[src/hw/tx_filt_config.svh]
`ifndef TX_FILT_CONFIG_SVH
`define TX_FILT_CONFIG_SVH

// Filter length, odd so there is one centre tap
`define TX_TAPS 81

// Folded taps, mirrored pairs plus the centre
`define TX_HALF_TAPS 41

// Samples are 1s17
`define TX_SAMPLE_W 18

// Fraction bits of samples and coefficients
`define TX_FRAC_W 17

// Coefficient word, same format as a sample
`define TX_COEFF_W 18

// Partial sums and products after the shift
`define TX_ACC_W 26

`endif

[src/hw/tx_sample_pkg.sv]
`default_nettype none

`include "tx_filt_config.svh"

package tx_sample_pkg;

	// Input and output sample, 1s17
	typedef logic signed [`TX_SAMPLE_W-1:0] sample_t;

	// Sum of two mirrored samples, 2s17
	typedef logic signed [`TX_SAMPLE_W:0] folded_t;

	// One tap product after the shift back to 17 fraction bits
	typedef logic signed [`TX_ACC_W-1:0] product_t;

	// Sum of several products
	// Wide enough for a full bank at the largest PAM levels
	typedef logic signed [`TX_ACC_W-1:0] acc_t;

	// All folded taps of the filter, index 0 is the outermost pair
	typedef folded_t folded_vec_t [`TX_HALF_TAPS];

endpackage

`default_nettype wire

[src/hw/sample_delay_line.sv]
`timescale 1ns/1ps
`default_nettype none

`include "tx_filt_config.svh"

module sample_delay_line (
	input  wire                        clk,
	input  wire                        reset,
	input  wire                        sam_clk_en,
	input  tx_sample_pkg::sample_t     x_in,
	output tx_sample_pkg::folded_vec_t folded
);

	import tx_sample_pkg::*;

	localparam int LAST   = `TX_TAPS - 1;
	localparam int CENTRE = `TX_HALF_TAPS - 1;

	// Stage 0 is the newest sample
	sample_t stage [`TX_TAPS];

	// Newest sample enters, older samples move one place per enable
	always_ff @(posedge clk or posedge reset)
	begin
		if (reset)
		begin
			for (int i = 0; i < `TX_TAPS; i++)
			begin
				stage[i] <= '0;
			end
		end
		else if (sam_clk_en)
		begin
			stage[0] <= x_in;
			for (int i = 1; i < `TX_TAPS; i++)
			begin
				stage[i] <= stage[i-1];
			end
		end
	end

	// Mirrored pairs share a coefficient, so add them first
	always_comb
	begin
		for (int k = 0; k < CENTRE; k++)
		begin
			folded[k] = folded_t'(stage[k]) + folded_t'(stage[LAST-k]);
		end
		// Centre tap has no partner
		folded[CENTRE] = folded_t'(stage[CENTRE]);
	end

endmodule

`default_nettype wire

[config.mk]
export PLATFORM = sky130hd
export DESIGN_NAME = sample_delay_line
export DESIGN_NICKNAME = d
export VERILOG_FILES = /design/src/hw/tx_sample_pkg.sv /design/src/hw/sample_delay_line.sv
export VERILOG_INCLUDE_DIRS = /design/src /design/src/hw
export SDC_FILE = /design/constraint.sdc
export NUM_CORES = 2
export LEC_CHECK = 0
export BUFFER_PORTS_ARGS = -buffer_cell sky130_fd_sc_hd__buf_2
export CORE_MARGIN = 5
export CORE_UTILIZATION = 55
export DETAILED_ROUTE_END_ITERATION = 8
export HOLD_SLACK_MARGIN = 0.06
export PLACE_DENSITY = 0.89
export SLEW_MARGIN = 5
export SYNTH_ARGS = -nofsm -noshare
export SYNTH_HDL_FRONTEND = slang
export SYNTH_SLANG_ARGS = --single-unit
[constraint.sdc]
create_clock -name clk -period 47.2 [get_ports clk]
set_clock_uncertainty 0.1 [all_clocks]
set_input_delay 9.44 -clock clk [delete_from_list [all_inputs] [get_ports clk]]
set_output_delay 9.44 -clock clk [all_outputs]
set_load 0.02 [all_outputs]
==> reports/results.tsv <==
stage	metric	value	unit
floorplan	initial_core_util	55.26	%
critical_path	slowest_stage	buf_4	
pwr	powerDensity	47.52	nW/µm²
critical_path	worstReg2RegStart	stage[301]$_DFFE_PP0P_	
timing	hold_ws	415.7	ps
drt	topRoutingLayerUsed	met5	
drt	dr.pass1.iters	6	
placed_design	gp_congestion	0.9888	
timing	rsz0062_at_grt	false	
clock_network	clock-root-buffer	clkbuf_16	
pwr	irDropWorstVdd	43.86	µV
final_layout	fin_nets	9341	
drt	m1WireLength	103600	µm
logic_synthesis	synth_common_cells	dfrtp_1 (1458), mux2_2 (1378), ha_1 (720)	
drt	wl	262300	µm
global_route	grt_pass1_vias	67548	
logic_synthesis	ys_seq_elements	1458	
logic_synthesis	avgSynthCellArea	11.06	µm²
critical_path	crit_path_start_kind	input port	
clock_network	clkSlewWorstSetupHoldPaths	60	ps
critical_path	cp_cell_sequence	buf_2, clkinvlp_4, buf_4, buf_4, buf_4, buf_4, buf_4, buf_4	
critical_path	cp-end-kind	asynchronous set/reset pin	
logic_synthesis	syn_area	86230	µm²
clock_network	cts_buffers	157	
global_route	grt_max_degree	219	
timing	hold_viol_final	0	
floorplan	die_w	405.9	µm
clock_network	clock-sinks	1458	
critical_path	cp_max_fo	81	
global_route	grt_pass1_wl	399700	µm
clock_network	cts_tree	yes	
clock_network	cts_setup_buffers	0	
critical_path	path_class	input port to asynchronous set/reset pin	
drt	ant_nets	0	
critical_path	reg2reg_depth	1	
critical_path	critPathTopFamily	buffers and inverters	
logic_synthesis	synth.area.top_cells	dfrtp_1 (42%), mux2_2 (18%), ha_1 (10%)	
final_layout	area_growth	13.27	%
drt	drtIter0Drc	5479	
timing	fin_crit_sh	31.64	%
status	status	complete, no violations	
logic_synthesis	async_flop_share	100.0	%
logic_synthesis	syn_inst	7799	
timing	setup_slack	32270	ps
logic_synthesis	ys.flop_type	dfrtp_1	
logic_synthesis	yosys.area.top_type_share	42.31	%
drt	wl_per_cell	24.39	µm
timing	maxSlewHeadroom	16.41	%
floorplan	core_area	156000	µm²
timing	finalSetupViolCount	0	
floorplan	ios	800	
critical_path	critPathMaxStageDelay	930	ps
floorplan	row_count	145	
clock_network	htreeDepth	4	
floorplan	die_h	405.9	µm
logic_synthesis	synthesis.nets	8580	
timing	worstMarginPinSlew	1254	ps
critical_path	reg2reg_to	stage[283]$_DFFE_PP0P_	
logic_synthesis	yosysWarningCount	0	
drt	vias	66161	
drt	wl_met3	19660	µm
clock_network	hold_buffers	0	
critical_path	cpMostUsedCell	buf_4	
clock_network	cts_max_path_buffers	3	
placed_design	place_ws	31280	ps
timing	fmax	66.96	MHz
logic_synthesis	synth_edf_count	0	
pwr	p_leak	50.43	nW
worst_hold_path	hold_depth	2	
final_layout	final_area	97660	µm²
final_layout	drive_gt1_share	28.92	%
timing	fin_tns_setup	0	ps
logic_synthesis	synth_top_area_cell	dfrtp_1	
clock_network	clock_latency	790	ps
drt	drc	0	
critical_path	worstPathArrival	15600	ps
global_route	grt_usage	31.08	%
worst_hold_path	min-delay-path-class	flop to flop	
critical_path	r2r_setup_slack	46190	ps
flow_run	cap_violations	0	
logic_synthesis	synth.distinct_cells	86	
global_route	grt_antenna_before_repair	9	
timing	final.min_clock_period	14930	ps
placed_design	place_area	92080	µm²
critical_path	path_buf_inv	8	
placed_design	portBuffers	799	
logic_synthesis	yosysMostFrequentCell	dfrtp_1	
placed_design	dp_hpwl	200900	µm
timing	slew_viol_final	0	
drt	vias_per_cell	6.152	
worst_hold_path	hold_end	stage[613]$_DFFE_PP0P_	
worst_hold_path	hp-start	stage[631]$_DFFE_PP0P_	
drt	wl_met2	121400	µm
floorplan	dieArea	164800	µm²
global_route	grt_overflow	0	
clock_network	ctsResizeCount	0	
critical_path	worstPathRequired	47860	ps
logic_synthesis	ys_seq_area_share	42.31	%
-- final cells by class --
cell class / count / area (µm²)
clock inverters: 82 / 1136
well taps: 2058 / 2575
inverters: 344 / 1295
repair buffers: 832 / 4299
flip-flops and latches: 1458 / 36490
clock buffers: 210 / 4439
fillers: 11823 / 58360
multi-input cells: 5767 / 47430
diodes: 3 / 7.507
-- metrics by stage --
stage	std cells	util [%]	power (mW)
after floorplan	7799	-	2.653
after global placement	10459	59.02	3.253
after detailed placement	10459	59.02	3.305
after CTS	10751	62.59	4.639
after global routing	10751	62.59	4.824
final	10754	62.60	4.641
-- power breakdown --
part / internal [mW] / total (mW) / switching [mW]
Combinational: 0.597 / 1.66 / 1.07
Clock: 0.774 / 1.32 / 0.549
Sequential: 1.44 / 1.65 / 0.210
-- registers in the layout, indices dropped and copies added (netlist names) --
signal  cells
folded     18
stage    1440
-- placed cells by master (no fill, tap or decap), types with 51 or more instances in the layout --
master / count
a21o_1: 181
a21oi_1: 476
a31oi_1: 64
buf_2: 798
clkbuf_16: 158
dfrtp_1: 1458
ha_1: 720
inv_1: 343
mux2_2: 1378
nand2_1: 399
nand2b_1: 86
nand3_1: 94
nor2_1: 399
nor2b_1: 97
nor3_1: 98
o211ai_1: 51
o21a_1: 90
o21ai_0: 343
o21ai_1: 89
o21bai_1: 58
o31ai_1: 52
xnor2_1: 404
xor2_1: 140
-- metal layers --
metal	track usage, %	vias to the layer above
met3	6.873	661
met1	38.92	33219
met5	0	-
met2	49.97	2461
met4	17.73	8
li1	-	29812
-- cell families after synthesis --
| kind of cell | Yosys count | share of synthesized area, % |
|---|---|---|
| mux | 1383 | 18.06 |
| fa+ha+maj | 760 | 11.38 |
| xor+xnor | 544 | 5.526 |
| compound gates | 1713 | 12.61 |
| simple gates | 1367 | 7.437 |
| buf+inv | 574 | 2.683 |
| flops | 1458 | 42.31 |
-- how the worst max path moves through the flow --
stage	startpoint	endpoint	slack [ps]	cells past startpoint
after CTS	reset	stage[1447]$_DFFE_PP0P_	32080	8
after global placement	reset	stage[1443]$_DFFE_PP0P_	31500	8
after detailed placement	reset	stage[3]$_DFFE_PP0P_	31280	8
after floorplan	reset	folded[0]$_DFFE_PP0P_	17480	1
after global routing	reset	stage[1447]$_DFFE_PP0P_	31260	8
final	reset	stage[1447]$_DFFE_PP0P_	32270	8
Power figures use the tool's default switching activity.
