`src/hw/tx_filt_config.svh`:
```
`ifndef TX_FILT_CONFIG_SVH
`define TX_FILT_CONFIG_SVH

// Filter length, odd so there is one centre tap
`define TX_TAPS 81

// Folded taps, mirrored pairs plus the centre
`define TX_HALF_TAPS 41

// Samples are 1s17
`define TX_SAMPLE_W 18

// Fraction bits of samples and coefficients
`define TX_FRAC_W 17

// Coefficient word, same format as a sample
`define TX_COEFF_W 18

// Partial sums and products after the shift
`define TX_ACC_W 26

`endif

```
`src/hw/tx_sample_pkg.sv`:
```
`default_nettype none

`include "tx_filt_config.svh"

package tx_sample_pkg;

	// Input and output sample, 1s17
	typedef logic signed [`TX_SAMPLE_W-1:0] sample_t;

	// Sum of two mirrored samples, 2s17
	typedef logic signed [`TX_SAMPLE_W:0] folded_t;

	// One tap product after the shift back to 17 fraction bits
	typedef logic signed [`TX_ACC_W-1:0] product_t;

	// Sum of several products
	// Wide enough for a full bank at the largest PAM levels
	typedef logic signed [`TX_ACC_W-1:0] acc_t;

	// All folded taps of the filter, index 0 is the outermost pair
	typedef folded_t folded_vec_t [`TX_HALF_TAPS];

endpackage

`default_nettype wire

```
`src/hw/tx_coeff_pkg.sv`:
```
`default_nettype none

`include "tx_filt_config.svh"

package tx_coeff_pkg;

	// Signed coefficient, 1.0 is 131072
	typedef logic signed [`TX_COEFF_W-1:0] coeff_t;

	// Pulse shape, first half plus the centre tap
	// Tap k and tap 80-k share entry k
	localparam coeff_t COEFF [`TX_HALF_TAPS] = '{
		18'sd280,
		18'sd328,
		18'sd104,
		-18'sd252,
		-18'sd464,
		-18'sd332,
		18'sd104,
		18'sd560,
		18'sd672,
		18'sd276,
		// Tap 10
		-18'sd432,
		-18'sd972,
		-18'sd892,
		-18'sd124,
		18'sd912,
		18'sd1500,
		18'sd1116,
		-18'sd164,
		-18'sd1596,
		-18'sd2184,
		// Tap 20, last one of bank A
		-18'sd1336,
		18'sd644,
		18'sd2580,
		18'sd3092,
		18'sd1532,
		-18'sd1444,
		-18'sd4056,
		-18'sd4388,
		-18'sd1700,
		18'sd2848,
		// Tap 30
		18'sd6532,
		18'sd6544,
		18'sd1824,
		-18'sd5780,
		-18'sd11908,
		-18'sd11592,
		-18'sd1904,
		18'sd16116,
		18'sd37316,
		18'sd54352,
		// Centre tap
		18'sd60864
	};

endpackage

`default_nettype wire

```
`src/hw/tap_bank.sv`:
```
`timescale 1ns/1ps
`default_nettype none

`include "tx_filt_config.svh"

module tap_bank #(
	parameter int FIRST_TAP = 0,
	parameter int NUM_TAPS  = 21
) (
	input  wire                    clk,
	input  wire                    reset,
	input  wire                    sam_clk_en,
	input  tx_sample_pkg::folded_t folded [NUM_TAPS],
	output tx_sample_pkg::acc_t    partial
);

	import tx_sample_pkg::*;
	import tx_coeff_pkg::*;

	// Full product of a folded sum and a coefficient
	localparam int MULT_W = $bits(folded_t) + $bits(coeff_t);

	typedef logic signed [MULT_W-1:0] mult_t;

	mult_t    mult_full [NUM_TAPS];
	product_t product   [NUM_TAPS];
	acc_t     bank_sum;

	// One multiplier per tap
	always_comb
	begin
		for (int i = 0; i < NUM_TAPS; i++)
		begin
			mult_full[i] = mult_t'(folded[i]) * mult_t'(COEFF[FIRST_TAP + i]);
			// Back to 17 fraction bits, truncating toward minus infinity
			product[i]   = product_t'(mult_full[i] >>> `TX_FRAC_W);
		end
	end

	// Adder chain over the bank
	always_comb
	begin
		bank_sum = '0;
		for (int i = 0; i < NUM_TAPS; i++)
		begin
			bank_sum = bank_sum + acc_t'(product[i]);
		end
	end

	// Pipeline stage between the banks and the combiner
	always_ff @(posedge clk or posedge reset)
	begin
		if (reset)
		begin
			partial <= '0;
		end
		else if (sam_clk_en)
		begin
			partial <= bank_sum;
		end
	end

endmodule

`default_nettype wire

```
`config.mk`:
```
export PLATFORM = sky130hd
export DESIGN_NAME = tap_bank
export DESIGN_NICKNAME = d
export VERILOG_FILES = /design/src/hw/tx_sample_pkg.sv /design/src/hw/tx_coeff_pkg.sv /design/src/hw/tap_bank.sv
export VERILOG_INCLUDE_DIRS = /design/src /design/src/hw
export SDC_FILE = /design/constraint.sdc
export NUM_CORES = 2
export LEC_CHECK = 0
export CAP_MARGIN = 20
export CORE_UTILIZATION = 35
export CTS_CLUSTER_SIZE = 24
export DETAILED_ROUTE_END_ITERATION = 6
export DONT_BUFFER_PORTS = 1
export GPL_ROUTABILITY_DRIVEN = 0
export PLACE_DENSITY = 0.59
export SLEW_MARGIN = 20
export SYNTH_ARGS = -nofsm -noshare
export SYNTH_HDL_FRONTEND = slang
export SYNTH_SLANG_ARGS = --single-unit
```
`constraint.sdc`:
```
create_clock -name clk -period 1.1 [get_ports clk]
set_input_delay 0.165 -clock clk [delete_from_list [all_inputs] [get_ports clk]]
set_output_delay 0.165 -clock clk [all_outputs]
set_load 0.02 [all_outputs]
```
==> run summary <==
* HPWL after DPL: 132000 um
* post-synthesis async set-or-reset flop share: 1.000
* most frequent cells in the layout: inv_1 (1986), ha_1 (1520), fa_1 (922)
* fraction of final layout cells sized beyond drive strength 1: 0.1617
* final critical delay including setup and external delays: 9.609 ns
* Top Registers: partial (26)
* vias in the first global route: 45190
* xor/xnor share of the synthesized area: 0.04534
* post-layout net count: 9893
* number of DRC violations after detailed-routing iteration 0: 993
* Final Hold Violating Endpoints: 0
* antenna violations before repair: 1
* Synth Cell Area: 56990 um^2
* DIE AREA: 164500 um^2
* clock-pin slew on the worst setup and hold paths: 0.08 ns
* slew of the pin with the lowest slew margin: 0.6382 ns
* highest achievable clock rate: 104.1 MHz
* Syn-to-layout area delta: 18.69%
* Largest Register: partial
* first-pass GRT wire length: 230000 um
* portion of the post-synthesis area used by sequential elements: 0.01142
* filler cell count in the final layout: 15850
* compound-cell area share of the yosys netlist: 0.07350
* overall die height: 405.5 um
* core footprint: 161100 um^2
* gate count of the mapped netlist: 6129
* arrival time at the worst endpoint: 9.78 ns
* per-cell routed wire length: 15.20 um
* max incr delay on CP: 0.59 ns
* run status: complete, but fails checks
* CTS sink cnt: 26
* Final setup violation count: 26
* number of standard-cell rows in the floorplan: 147
* post-placement cell area: 66220 um^2
* remaining routing DRC violations: 0
* setup repair after global routing missed its margin: yes
* Port Buf Inserts: 0
* critical path's most frequent cell: fa_1
* required time reported for the critical path endpoint: 1.27 ns
* Max-slew headroom: 0.5732
* warning count from the yosys run: 0
* buffer type at the clock tree root: clkbuf_16
* overflow left after global routing: 0
* fraction of the mapped netlist area in simple logic gates: 0.05126
* overall via count from detail_route: 41330
* start-to-end type of the worst setup path: primary input to flip-flop
* worst-case clock skew: 0 ns
* total CTS buffers: 3
* EDFF count, synth: 0
* maximum root-to-sink buffer count: 2
* minimum setup slack in the final design: -8.509 ns
* CTS tree: yes
* worst skew pair latency: 0.28 ns
* tightest hold margin: 0.01431 ns
* maximum fanout along the worst path: 3
* failing checks: negative setup slack
* period utilisation layout: 8.735
* count of final max-slew check failures: 0
* Critical-path top delay cell: fa_1
* number of vias per cell: 4.524
* largest net degree at the start of global routing: 33
* number of top-level design ports: 428
* type of destination of the critical path: flip-flop
* max FFs per register: 26
* Cell variety after synth: 80
* starting density of the core: 0.3537
* share of cell area taken by muxes after synthesis: 0.006696
* die extent in x: 405.5 um
* detailed-routing iteration count for the pre-antenna-repair pass: 5
* total wire length: 138900 um
* all-layer global routing usage: 0.1747
* max capacitance violation total: 0
* number of H-tree branching levels: 1
* post-route cell area: 67640 um^2
* antenna cells: 0
* final antenna-violating net count: 0
* number of synthesized register bits: 26
* category of the worst setup path launch point: primary input
* TNS Setup: -202.98 ns
* Hold Crit Class: primary input to flip-flop
* mean area per synthesized cell: 9.299 um^2
* total nets after synthesis: 9046
* most common cell after layout, fill and taps aside: inv_1
* final core utilization: 0.4198
* post-synthesis adder-cell area fraction: 0.6781
* Main synth FF type: dfrtp_1
* main combinational cell family by area after synthesis: adder cells
per-stage QoR:
stage	setup slack, ns	std cells
3_3_place_gp	-8.989	9110
4_1_cts	-8.505	9125
3_5_place_dp	-9.026	9110
2_1_floorplan	-8.320	6129
5_1_grt	-8.883	9135
6_report	-8.509	9135
final cells by class:
cell class | instances | area [um^2] | area share
inverters | 2020 | 7590 | 0.1122
flip-flops and latches | 26 | 658.1 | 0.009729
repair buffers | 852 | 6518 | 0.09635
multi-input cells | 4073 | 50070 | 0.7402
well taps | 2160 | 2703 | 0.03995
clock inverters | 1 | 30.03 | 0.0004439
clock buffers | 3 | 75.07 | 0.001110
cells by family after synthesis:
group / after synthesis
multiplexers: 34
XOR/XNOR: 295
adder cells (fa/ha/maj): 2515
AO/OA/AOI/OAI: 622
AND/OR/NAND/NOR: 607
flip-flops: 26
buffers and inverters: 2030
layer usage:
metal	global-route usage	vias up	wire, um
met5	0	-	0
met4	0.02264	0	2403
met3	0.03045	100	6799
met2	0.3262	463	71430
met1	0.2118	19990	58250
li1	-	20780	-
worst max-delay path: cells and delay by family:
family | cells | cell delay [ns]
compound gates | 16 | 2.83
xor+xnor | 2 | 0.47
fa+ha+maj | 13 | 5.12
buf+inv | 5 | 0.26
simple gates | 5 | 0.92
cell usage after synthesis (13+ instances only):
library cell / count / area share
a211oi_1: 20 / 0.0026
a21boi_0: 13 / 0.0017
a21o_1: 99 / 0.013
a21oi_1: 158 / 0.014
a31oi_1: 19 / 0.0021
and3_1: 22 / 0.0024
dfrtp_1: 26 / 0.011
fa_1: 956 / 0.34
ha_1: 1559 / 0.34
inv_1: 2020 / 0.13
mux2_2: 29 / 0.0057
nand2_1: 106 / 0.0070
nand2b_1: 34 / 0.0037
nand3_1: 57 / 0.0050
nand4_1: 26 / 0.0029
nor2_1: 204 / 0.013
nor2b_1: 30 / 0.0033
nor3_1: 57 / 0.0050
o211ai_1: 13 / 0.0017
o21a_1: 53 / 0.0070
o21ai_0: 104 / 0.0091
o21bai_1: 21 / 0.0028
o31ai_1: 14 / 0.0018
or2_2: 15 / 0.0016
or3_1: 16 / 0.0018
xnor2_1: 213 / 0.033
xor2_1: 82 / 0.013
worst paths after layout:
check,from,end,slack (ns),depth (start not counted)
setup / recovery,folded[347],partial[19],-8.51,41
setup reg to reg,partial[1],partial[1],0.22,1
hold / removal,sam_clk_en,partial[23],0.01,1
hold reg to reg,partial[24],partial[24],0.50,1
max in group asynchronous,reset,partial[14],0.34,3
min in group asynchronous,reset,partial[25],0.41,3
timing repair:
| action | in CTS | in global routing |
|---|---|---|
| gates resized for setup | 170 | 75 |
| hold endpoints to repair | 27 | 0 |
| setup endpoints to repair | 32 | 28 |
| buffers inserted | 22 | 18 |
| hold buffers | 2 | 0 |
| pin swaps | 102 | 107 |
Power is left out: the tool's default activity adds up to more than one toggle a clock period on the data nets, which glitch-free logic cannot reach.
