$ cat src/hw/tx_filt_config.svh
`ifndef TX_FILT_CONFIG_SVH
`define TX_FILT_CONFIG_SVH

// Filter length, odd so there is one centre tap
`define TX_TAPS 81

// Folded taps, mirrored pairs plus the centre
`define TX_HALF_TAPS 41

// Samples are 1s17
`define TX_SAMPLE_W 18

// Fraction bits of samples and coefficients
`define TX_FRAC_W 17

// Coefficient word, same format as a sample
`define TX_COEFF_W 18

// Partial sums and products after the shift
`define TX_ACC_W 26

`endif

$ cat src/hw/tx_sample_pkg.sv
`default_nettype none

`include "tx_filt_config.svh"

package tx_sample_pkg;

	// Input and output sample, 1s17
	typedef logic signed [`TX_SAMPLE_W-1:0] sample_t;

	// Sum of two mirrored samples, 2s17
	typedef logic signed [`TX_SAMPLE_W:0] folded_t;

	// One tap product after the shift back to 17 fraction bits
	typedef logic signed [`TX_ACC_W-1:0] product_t;

	// Sum of several products
	// Wide enough for a full bank at the largest PAM levels
	typedef logic signed [`TX_ACC_W-1:0] acc_t;

	// All folded taps of the filter, index 0 is the outermost pair
	typedef folded_t folded_vec_t [`TX_HALF_TAPS];

endpackage

`default_nettype wire

$ cat src/hw/output_combiner.sv
`timescale 1ns/1ps
`default_nettype none

`include "tx_filt_config.svh"

module output_combiner (
	input  wire                    clk,
	input  wire                    reset,
	input  wire                    sam_clk_en,
	input  tx_sample_pkg::acc_t    partial_a,
	input  tx_sample_pkg::acc_t    partial_b,
	output tx_sample_pkg::sample_t y
);

	import tx_sample_pkg::*;

	// One bit of growth for the final add
	logic signed [`TX_ACC_W:0] total;

	always_comb
	begin
		total = $signed({partial_a[`TX_ACC_W-1], partial_a})
			+ $signed({partial_b[`TX_ACC_W-1], partial_b});
	end

	// Output keeps the low 18 bits, wraps on overflow
	always_ff @(posedge clk or posedge reset)
	begin
		if (reset)
		begin
			y <= '0;
		end
		else if (sam_clk_en)
		begin
			y <= sample_t'(total[`TX_SAMPLE_W-1:0]);
		end
	end

endmodule

`default_nettype wire

$ cat config.mk
export PLATFORM = sky130hd
export DESIGN_NAME = output_combiner
export DESIGN_NICKNAME = d
export VERILOG_FILES = /design/src/hw/tx_sample_pkg.sv /design/src/hw/output_combiner.sv
export VERILOG_INCLUDE_DIRS = /design/src /design/src/hw
export SDC_FILE = /design/constraint.sdc
export NUM_CORES = 1
export LEC_CHECK = 0
export ABC_AREA = 1
export ABC_CLOCK_PERIOD_IN_PS = 1300
export BUFFER_PORTS_ARGS = -buffer_cell sky130_fd_sc_hd__buf_2
export CORE_UTILIZATION = 51
export CTS_CLUSTER_DIAMETER = 100
export DETAILED_ROUTE_END_ITERATION = 7
export PLACE_DENSITY = 0.86
export SYNTH_ARGS = -nofsm -noshare
export SYNTH_HDL_FRONTEND = slang
export SYNTH_SLANG_ARGS = --single-unit
$ cat constraint.sdc
create_clock -name clk -period 1.3 [get_ports clk]
set_input_delay 0.13 -clock clk [delete_from_list [all_inputs] [get_ports clk]]
set_output_delay 0.13 -clock clk [all_outputs]
set_load 0.02 [all_outputs]
==> metrics.log, run 1 <==
INFO  metric route.antenna.remaining_nets = 0
INFO  metric diodes = 0
INFO  metric post_cts_buffers = 0
INFO  metric yosys_most_used_dff = sky130_fd_sc_hd__dfrtp_1
INFO  metric power.static_leakage = 1.27 nW
INFO  metric fmax = 803 MHz
INFO  metric io_buffer_count = 56
INFO  metric ys_top_cells_by_count = sky130_fd_sc_hd__nand2_1 (92), sky130_fd_sc_hd__inv_1 (31), sky130_fd_sc_hd__dfrtp_1 (18)
INFO  metric timing_worst_setup_path_type = primary input to flop
INFO  metric post_synth_main_area_contributors = sky130_fd_sc_hd__dfrtp_1 (28%), sky130_fd_sc_hd__nand2_1 (21%), sky130_fd_sc_hd__ha_1 (13%), sky130_fd_sc_hd__inv_1 (7.2%), sky130_fd_sc_hd__nand3_1 (4.9%)
INFO  metric ys_warn_count = 0
INFO  metric post_route_cells_drive_above_1_share = 32.9%
INFO  metric synth_edf_count = 0
INFO  metric violations = DRC
INFO  metric design_area = between 0.002 and 0.0025 sq mm
INFO  metric synth_largest_area_cell = sky130_fd_sc_hd__dfrtp_1
INFO  metric tightestPinTransition = 624 ps
INFO  metric die_outline_area = 0.00340 sq mm
INFO  metric die_y = 58.3 um
INFO  metric final_setup_violation_count = 0
INFO  metric required = 1480 ps
INFO  metric ir_drop = roughly 0.37 mV
INFO  metric track_usage = approximately 23%
INFO  metric clock_tree_root_driver_cell = sky130_fd_sc_hd__clkbuf_4
INFO  metric dpl.hpwl = between 3 and 4 mm
INFO  metric grt_start_max_net_pins = 26
INFO  metric via_count_of_the_first_global_routing_pass = around 1500
INFO  metric final_layout_net_count = 397
INFO  metric cts_made_buffers = 3
INFO  metric final_min_period_over_clock_period = 95.7%
INFO  metric syn-mean-instance-area = 6.63 sq um
INFO  metric initial_core_util = a little over half
INFO  metric routabilityCongestion = around 0.89
INFO  metric post_synth_instance_area = 0.00162 sq mm
INFO  metric maxSlewHeadroom = between 50% and 60%
INFO  metric asyncSetResetFlopFracSynth = 100%
INFO  metric insertion_delay = 280 ps
INFO  metric clk_network_pwr_share = a little over an eighth
INFO  metric yosysMostFrequentCell = sky130_fd_sc_hd__nand2_1
INFO  metric drt-wirelength-per-cell = 10.6 um
INFO  metric tritoncts_clock_tree = done
INFO  metric detailedRoute.firstPassIterationCount = 6
INFO  metric worst_setup_hold_path_clk_slew = 90 ps
INFO  metric fin_crit = approximately 1200 ps
INFO  metric cp.arrival = 1430 ps
INFO  metric via_density_per_instance = 4.89
INFO  metric synthDistinctLibCells = 24
INFO  metric core_region_area = 0.00303 sq mm
INFO  metric hold_path_class = primary input to flop
INFO  metric final_max_slew_viol_count = 0
INFO  metric setup.worst_path.end_class = flop
INFO  metric hold-worst-slack = 160 ps
INFO  metric placed_cell_area = 0.00211 sq mm
INFO  metric intPower = 1.18 mW
INFO  metric regMostFlops = y
INFO  metric timing.final.hold_violations = 0
INFO  metric power_switching = 774 uW
INFO  metric drv.max_cap_violation_count = 0
INFO  metric run_status = finished, violations left
INFO  metric wire_length_of_the_first_global_routing_pass = 6.09 mm
INFO  metric portion_of_the_post_synthesis_area_used_by_sequential_elements = 27.8%
INFO  metric post_synth_inst_count = 244
INFO  metric floorplan.die.width = 58.3 um
INFO  metric power-per-cell-area = around 870 mW/mm^2
INFO  metric clock_path_buffers = 2
INFO  metric setup_tns = 0 ps
INFO  metric antenna_found_initial = 0
INFO  metric sw_frac_of_total = about two fifths
INFO  metric synth_seq_cells = 18
INFO  metric top_regs = y (18)
INFO  metric htree_levels = 1
INFO  metric power.sequential.fraction = 35.9%
INFO  metric dr_total_vias = 1790
INFO  metric drt_iter0_drc = 81
INFO  metric totalWireLength = 3.88 mm
INFO  metric drc = 4
INFO  metric num_rows = 20
INFO  metric globalRoute.totalOverflow = 0
INFO  metric synth_top_area_share = about 28%
INFO  metric setup_skew_after_layout = 0 ps
INFO  metric critPathMaxFanout = 4
INFO  metric power.combinational.fraction = 50.6%
INFO  metric startpoint_type = primary input
INFO  metric overall_power = 1.95 mW
INFO  metric max_ffs_per_register = 18
INFO  metric area_growth_syn_to_layout = 38.0%
INFO  metric cts_num_sinks = 18
INFO  metric ios = 73
INFO  metric syn_nets = 317
==> final cells by class <==
cell class,instances,area [sq um]
multi-input cells,192,1130
repair buffers,78,460
flip-flops and latches,18,450
inverters,31,116
fillers,228,796
clock buffers,3,22.5
well taps,44,55.1
==> power groups by stage <==
stage / Combinational (mW) / Clock, mW / Sequential [mW]
floorplan: 0.456 / 0 / 0.839
global placement: 0.905 / 0 / 0.709
detailed placement: 0.927 / 0 / 0.713
CTS: 0.932 / 0.263 / 0.702
global route: 1.09 / 0.294 / 0.713
finish: 0.987 / 0.263 / 0.701
==> layout by cell type, fill, tap and decap left out, types with 2 or more instances in the layout <==
master                     synthesis  layout
sky130_fd_sc_hd__o21ai_1           3       4
sky130_fd_sc_hd__nand2_1          92      87
sky130_fd_sc_hd__buf_4             1      21
sky130_fd_sc_hd__nand2_2           5       8
sky130_fd_sc_hd__nand3b_1          4       4
sky130_fd_sc_hd__ha_1             17      14
sky130_fd_sc_hd__dfrtp_1          18      18
sky130_fd_sc_hd__nand3_1          16      16
sky130_fd_sc_hd__nor2_1           12      12
sky130_fd_sc_hd__ha_4              0       2
sky130_fd_sc_hd__a21oi_2           0       7
sky130_fd_sc_hd__clkbuf_4          0       3
sky130_fd_sc_hd__nor3_1            3       2
sky130_fd_sc_hd__xnor2_1           7       7
sky130_fd_sc_hd__a21oi_1          14       7
sky130_fd_sc_hd__nand2_4           0       2
sky130_fd_sc_hd__buf_2             0      54
sky130_fd_sc_hd__inv_1            31      30
sky130_fd_sc_hd__buf_6             0       2
sky130_fd_sc_hd__o21ai_0          10       9
==> worst max-delay path, stage by stage <==
cell and delay (ps):
sky130_fd_sc_hd__buf_2 100, sky130_fd_sc_hd__ha_1 330, sky130_fd_sc_hd__a21o_1 210, sky130_fd_sc_hd__a21oi_1 210, sky130_fd_sc_hd__nand2_4 90, sky130_fd_sc_hd__nand2_1 100
sky130_fd_sc_hd__nand3b_1 100, sky130_fd_sc_hd__nand3_1 100, sky130_fd_sc_hd__nand2_1 50
==> path summary, 6_finish.rpt <==
kind,from,slack (ps),cells past startpoint,endpoint
max,partial_a[7],60,9,y[12]$_DFFE_PP0P_
min reg2reg,y[17]$_DFFE_PP0P_,480,2,y[17]$_DFFE_PP0P_
max in group asynchronous,reset,730,4,y[10]$_DFFE_PP0P_
min in group asynchronous,reset,390,4,y[15]$_DFFE_PP0P_
min,partial_a[0],160,4,y[0]$_DFFE_PP0P_
max reg2reg,y[4]$_DFFE_PP0P_,630,2,y[4]$_DFFE_PP0P_
==> timing repair <==
| action | 4_1_cts | 5_1_grt |
|---|---|---|
| endpoints found under the setup margin | 0 | 9 |
| hold buffers | 1 | 0 |
| endpoints found under the hold margin | 18 | 0 |
| resized for setup | 0 | 21 |
==> per-layer routing <==
layer	routed length, um	up-vias	part of all wire [%]	track usage [%]
met1	1720	787	44	31.1
met2	1910	60	49	38.1
met5	0	-	0	0
met4	61	0	1.6	9.86
met3	190	8	4.9	1.32
li1	-	935	-	-
==> kinds of logic after synthesis <==
| family | after synthesis | synth area share (%) |
|---|---|---|
| DFF | 18 | 27.8 |
| xor gates and xnor gates | 8 | 4.33 |
| and+or+nand+nor | 136 | 35.6 |
| AOI/OAI and AO/OA | 30 | 9.75 |
| adders and majority gates | 18 | 14.4 |
| buffers and inverters | 34 | 8.12 |
==> metrics by stage <==
stage	setup WS [ps]	util, %	std cells
after floorplan	-57.5	-	244
after global placement	-188	69.7	362
after detailed placement	-288	69.7	362
after CTS	14.1	70.8	366
after global routing	-21.4	73.7	366
final	55.4	73.7	366
No activity file was read; power rests on OpenSTA's default activity.
==> run 2: changes to the inputs <==
- ABC_CLOCK_PERIOD_IN_PS: 1300 -> 1400
- CORE_UTILIZATION: 51 -> 47
- PLACE_DENSITY: 0.86 -> 0.8
- clock period: 1.3 -> 1.4 ns (I/O delays scaled with it)
==> metrics.log, run 2 (synthesis results as in run 1) <==
INFO  metric run_status = finished clean
INFO  metric maxSlewHeadroom = 56.7% (-1.7 points)
INFO  metric top_regs = y (18)
INFO  metric worst_hold_startpoint = partial_b[0]
INFO  metric track_usage = 21.5% (-1.4 points)
INFO  metric grt_start_max_net_pins = 26 (unchanged)
INFO  metric regMostFlops = y
INFO  metric post_route_cells_drive_above_1_share = 28.4% (-4.5 points)
INFO  metric setup_tns = 0 ps (unchanged)
INFO  metric drv.max_cap_violation_count = 0 (unchanged)
INFO  metric r2r-start = y[2]$_DFFE_PP0P_
INFO  metric ios = 73 (unchanged)
INFO  metric wire_length_of_the_first_global_routing_pass = 6.01 mm (-1.4%)
INFO  metric drt_iter0_drc = 86 (+6.2%)
INFO  metric die_outline_area = 0.00368 sq mm (+8.2%)
INFO  metric power-per-cell-area = 818 mW/mm^2 (-6.5%)
INFO  metric drt-wirelength-per-cell = 10.1 um (-4.4%)
INFO  metric most-common-layout-cells = sky130_fd_sc_hd__nand2_1 (89), sky130_fd_sc_hd__buf_2 (55), sky130_fd_sc_hd__inv_1 (31)
INFO  metric timing.final.hold_violations = 0 (unchanged)
INFO  metric num_rows = 20 (unchanged)
INFO  metric tritoncts_clock_tree = done
INFO  metric htree_levels = 1 (unchanged)
INFO  metric dr_total_vias = 1756 (-1.9%)
INFO  metric power.sequential.fraction = 37.3% (+1.4 points)
INFO  metric final_layout_net_count = 395 (-0.50%)
INFO  metric dpl.hpwl = 3.12 mm (-1.4%)
INFO  metric setup.worst_path.end_class = flop
INFO  metric totalWireLength = 3.69 mm (-4.9%)
INFO  metric setup_skew_after_layout = 0 ps (unchanged)
INFO  metric power.static_leakage = 1.25 nW (-1.5%)
INFO  metric layout_commonest_cell = sky130_fd_sc_hd__nand2_1
INFO  metric core_region_area = 0.00315 sq mm (+4.1%)
INFO  metric final_setup_violation_count = 0 (unchanged)
INFO  metric startpoint = partial_a[0]
INFO  metric insertion_delay = 280 ps (about the same)
INFO  metric io_buffer_count = 56 (unchanged)
INFO  metric max_ffs_per_register = 18 (unchanged)
INFO  metric cts_made_buffers = 3 (unchanged)
INFO  metric globalRoute.totalOverflow = 0 (unchanged)
INFO  metric clock_tree_root_driver_cell = sky130_fd_sc_hd__clkbuf_4
INFO  metric hold_path_class = primary input to flop
INFO  metric fin_crit = 1270 ps
INFO  metric die_y = 60.7 um (+4.0%)
INFO  metric ir_drop = 0.299 mV (-18%)
INFO  metric via_count_of_the_first_global_routing_pass = 1460 (-3.8%)
INFO  metric overall_power = 1.75 mW (-10%)
INFO  metric final_max_slew_viol_count = 0 (unchanged)
INFO  metric startpoint_type = primary input
INFO  metric power.combinational.fraction = 49.1% (-1.5 points)
INFO  metric worst_setup_hold_path_clk_slew = 90 ps (about the same)
INFO  metric timing_worst_setup_path_type = primary input to flop
INFO  metric area_growth_syn_to_layout = 32.2%
INFO  metric final.setup.worst_slack = 133 ps (+77.6 ps)
INFO  metric power_switching = 682 uW (-12%)
INFO  metric dr.max_layer_used = met4
INFO  metric intPower = 1.07 mW (-9.4%)
INFO  metric initial_core_util = 51.3% (-2.1 points)
INFO  metric cp.arrival = 1440 ps (about the same)
INFO  metric tightestPinTransition = 649 ps (+25.2 ps)
INFO  metric route.antenna.remaining_nets = 0 (unchanged)
INFO  metric cts_num_sinks = 18 (unchanged)
INFO  metric antenna_found_initial = 0 (unchanged)
INFO  metric detailedRoute.firstPassIterationCount = 4 (-2)
INFO  metric post_layout_nonfiller_instances = 364 (-0.55%)
INFO  metric floorplan.die.width = 60.7 um (+4.0%)
INFO  metric final_min_period_over_clock_period = 90.5%
INFO  metric hold-worst-slack = 193 ps (+33.0 ps)
INFO  metric via_density_per_instance = 4.82 (-1.4%)
INFO  metric placedCellCount = 360 (-0.55%)
INFO  metric placed_cell_area = 0.00210 sq mm (-0.71%)
INFO  metric met1_length = 1.79 mm (+4.3%)
INFO  metric rsz0062_at_grt = false
INFO  metric sw_frac_of_total = 39.0% (-0.65 points)
INFO  metric place_ws = -187 ps (+101 ps)
INFO  metric clock_path_buffers = 2 (unchanged)
INFO  metric design_area = 0.00214 sq mm (-4.2%)
INFO  metric fmax = 789 MHz
INFO  metric detailroute.wirelength.met2 = 1.68 mm (-12%)
INFO  metric dr_wl_met3 = 145 um (-24%)
INFO  metric required = 1580 ps (+100 ps)
INFO  metric clk_network_pwr_share = 13.6% (about the same)
INFO  metric final_util = 67.8% (-5.9 points)
INFO  metric diodes = 0 (unchanged)
INFO  metric drc = 0 (-4)
INFO  metric critPathMaxFanout = 3 (-1)
INFO  metric routabilityCongestion = 0.850 (-4.6%)
[run 2: power by group through the flow]
stage	registers, mW	clock network (mW)	logic, mW
after global routing	0.664	0.257	0.959
final	0.653	0.238	0.858
after global placement	0.659	0	0.832
after floorplan	0.779	0	0.423
after CTS	0.653	0.241	0.855
after detailed placement	0.663	0	0.850
[run 2: critical path, cell delays in order]
cell                      delay (ps)
sky130_fd_sc_hd__buf_2           100
sky130_fd_sc_hd__ha_4            130
sky130_fd_sc_hd__inv_1            50
sky130_fd_sc_hd__fa_2            350
sky130_fd_sc_hd__o21ai_2         190
sky130_fd_sc_hd__nand2_1          90
sky130_fd_sc_hd__nand2_2         100
sky130_fd_sc_hd__nand2_2          60
sky130_fd_sc_hd__nand2_1          70
sky130_fd_sc_hd__nand2_1          50
sky130_fd_sc_hd__nand3_1          60
sky130_fd_sc_hd__nand2_1          50
[run 2: final cells by class]
class | instances | area, sq um
inverter | 31 | 116
sequential | 18 | 450
multi-input combinational | 192 | 1060
fill | 305 | 1010
clock buffer | 3 | 22.5
tap | 44 | 55.1
timing repair buffer | 76 | 435
[run 2: worst paths after layout]
kind | endpoint | slack, ps | cells after the start
worst max-delay path | y[16]$_DFFE_PP0P_ | 130 | 12
worst min-delay path | y[0]$_DFFE_PP0P_ | 190 | 4
worst max register to register | y[2]$_DFFE_PP0P_ | 710 | 2
worst min register to register | y[0]$_DFFE_PP0P_ | 470 | 2
max in group asynchronous | y[10]$_DFFE_PP0P_ | 520 | 3
min in group asynchronous | y[12]$_DFFE_PP0P_ | 480 | 3
[run 2: layer usage]
layer	global-route usage, %	vias to the layer above
li1	-	931
met4	8.77	0
met2	34.4	43
met5	0	-
met3	1.49	6
met1	30.2	776
[run 2: what timing repair did]
| action | in CTS | in global routing |
|---|---|---|
| hold buffers | 1 | 0 |
| buffers inserted | 0 | 0 |
| hold endpoints to repair | 18 | 0 |
| resized for setup | 0 | 4 |
| endpoints found under the setup margin | 0 | 1 |
==> run 3: changes to the inputs <==
- PLACE_DENSITY: 0.8 -> not set
- PLACE_DENSITY_LB_ADDON: not set -> 0.3
==> metrics.log, run 3 (synthesis results as in run 1) <==
INFO  metric worst_setup_hold_path_clk_slew = 90 ps (about the same)
INFO  metric regMostFlops = y
INFO  metric most_common_cell_type_on_the_critical_path = sky130_fd_sc_hd__nand2_1
INFO  metric antenna_found_initial = 0 (unchanged)
INFO  metric critical_path.max_stage_delay = 360 ps (about the same)
INFO  metric htree_levels = 1 (unchanged)
INFO  metric layout_commonest_cell = sky130_fd_sc_hd__nand2_1
INFO  metric tightestPinTransition = 632 ps (-17.1 ps)
INFO  metric required = 1590 ps (about the same)
INFO  metric final_layout_net_count = 393 (-0.51%)
INFO  metric run_status = finished clean
INFO  metric globalRoute.totalOverflow = 0 (unchanged)
INFO  metric routabilityCongestion = 0.824 (-3.0%)
INFO  metric ios = 73 (unchanged)
INFO  metric track_usage = 22.0% (+0.51 points)
INFO  metric max_ffs_per_register = 18 (unchanged)
INFO  metric area_growth_syn_to_layout = 30.6%
INFO  metric totalWireLength = 3.72 mm (+0.81%)
INFO  metric most-common-layout-cells = sky130_fd_sc_hd__nand2_1 (92), sky130_fd_sc_hd__buf_2 (56), sky130_fd_sc_hd__inv_1 (31)
INFO  metric final_max_slew_viol_count = 0 (unchanged)
INFO  metric timing.final.hold_violations = 0 (unchanged)
INFO  metric via_density_per_instance = 4.86 (+0.78%)
INFO  metric setup.worst_path.end_class = flop
INFO  metric die_outline_area = 0.00368 sq mm (unchanged)
INFO  metric grt_start_max_net_pins = 26 (unchanged)
INFO  metric die_y = 60.7 um (unchanged)
INFO  metric ir_drop = 0.277 mV (-7.5%)
INFO  metric fmax = 792 MHz (+0.34%)
INFO  metric setup_skew_after_layout = 0 ps (unchanged)
INFO  metric insertion_delay = 290 ps (about the same)
INFO  metric drt-wirelength-per-cell = 10.3 um (+1.4%)
INFO  metric clock_tree_root_driver_cell = sky130_fd_sc_hd__clkbuf_4
INFO  metric hold_path_class = primary input to flop
INFO  metric critPathMaxFanout = 3 (unchanged)
INFO  metric setup_tns = 0 ps (unchanged)
INFO  metric drv.max_cap_violation_count = 0 (unchanged)
INFO  metric final_min_period_over_clock_period = 90.2% (-0.30 points)
INFO  metric cts_made_buffers = 3 (unchanged)
INFO  metric post_route_cells_drive_above_1_share = 27.0% (-1.4 points)
INFO  metric cp.buffers_inverters = 2 (unchanged)
INFO  metric floorplan.die.width = 60.7 um (unchanged)
INFO  metric maxSlewHeadroom = 57.8% (+1.1 points)
INFO  metric route.antenna.remaining_nets = 0 (unchanged)
INFO  metric power-per-cell-area = 827 mW/mm^2 (+1.2%)
INFO  metric fin_crit = 1260 ps (-4.27 ps)
INFO  metric fillCellCount = 307 (+0.66%)
INFO  metric cp.arrival = 1450 ps (about the same)
INFO  metric worstPathCellList = buf_2 > ha_4 > inv_1 > fa_2 > o21ai_2 > nand2_1 > nand2_2 > nand2_2 > nand2_1 > nand2_1 > nand3_1 > nand2_1
INFO  metric crit_family = adder cells
INFO  metric top_regs = y (18)
INFO  metric initial_core_util = 51.3% (unchanged)
INFO  metric clock_path_buffers = 2 (unchanged)
INFO  metric core_region_area = 0.00315 sq mm (unchanged)
INFO  metric drt_iter0_drc = 139 (+62%)
INFO  metric wire_length_of_the_first_global_routing_pass = 6.20 mm (+3.1%)
INFO  metric diodes = 0 (unchanged)
INFO  metric ctsResizeCount = 0 (unchanged)
INFO  metric drc = 0 (unchanged)
INFO  metric placedCellCount = 358 (-0.56%)
INFO  metric tritoncts_clock_tree = done
INFO  metric detailedRoute.firstPassIterationCount = 4 (unchanged)
INFO  metric post_layout_nonfiller_instances = 362 (-0.55%)
INFO  metric startpoint_type = primary input
INFO  metric cts_num_sinks = 18 (unchanged)
INFO  metric io_buffer_count = 56 (unchanged)
INFO  metric power.static_leakage = 1.24 nW (-0.93%)
INFO  metric via_count_of_the_first_global_routing_pass = 1476 (+1.1%)
INFO  metric timing_worst_setup_path_type = primary input to flop
INFO  metric dpl.hpwl = 3.14 mm (+0.63%)
INFO  metric num_rows = 20 (unchanged)
INFO  metric final_setup_violation_count = 0 (unchanged)
INFO  metric rsz0062_at_grt = false
INFO  metric crit_path_top_delay_cell = sky130_fd_sc_hd__fa_2
INFO  metric dr_total_vias = 1760 (+0.23%)
INFO  metric post_cts_buffers = 0 (unchanged)
## run 3: cell count changes in the layout (fill, tap and decap cells not counted), sizes merged
cell | before | now
buf | 75 | 73
## run 3: report_power, final
group | switching, mW | internal (mW)
Sequential | 0.0446 | 0.609
Combinational | 0.498 | 0.347
Clock | 0.149 | 0.100
## run 3: path summary, 6_finish.rpt
path	from	slack (ps)	end	depth (start not counted)
min in group asynchronous	reset	400	y[15]$_DFFE_PP0P_	4
hold reg to reg	y[15]$_DFFE_PP0P_	480	y[15]$_DFFE_PP0P_	2
setup reg to reg	y[2]$_DFFE_PP0P_	680	y[2]$_DFFE_PP0P_	2
setup / recovery	partial_a[0]	140	y[14]$_DFFE_PP0P_	12
hold / removal	partial_b[0]	200	y[0]$_DFFE_PP0P_	4
max in group asynchronous	reset	820	y[5]$_DFFE_PP0P_	4
## run 3: layout make-up
class / count / area [sq um] / area share [%]
well taps: 44 / 55.1 / 2.61
clock buffers: 3 / 22.5 / 1.07
multi-input cells: 192 / 1050 / 49.7
flip-flops and latches: 18 / 450 / 21.3
repair buffers: 74 / 418 / 19.8
inverters: 31 / 116 / 5.51
## run 3: what timing repair did
item                                    4_1_cts  5_1_grt
hold buffers                                  1        0
endpoints found under the hold margin        18        0
endpoints found under the setup margin        0        0
## run 3: per-layer routing
metal | track usage [%] | vias to the layer above | wire length (um)
met3 | 1.49 | 4 | 181
li1 | - | 927 | -
met4 | 7.14 | 0 | 44
met5 | 0 | - | 0
met2 | 35.5 | 57 | 1640
met1 | 31.4 | 772 | 1850
## run 3: stage by stage
stage	cell area (sq um)	worst slack, ps	power [mW]	utilization [%]	hold WS [ps]
floorplan	1630	23.1	1.20	-	78.6
global placement	2080	-139	1.48	66.0	160
detailed placement	2080	-167	1.51	66.0	165
CTS	2110	141	1.76	67.0	194
global route	2110	14.9	1.90	67.0	202
finish	2110	137	1.75	67.0	196
## run 3: worst min-delay path: cells and delay by family
kind | cells | cell delay, ps
adders and majority gates | 1 | 120
and+or+nand+nor | 2 | 110
buffers and inverters | 1 | 100
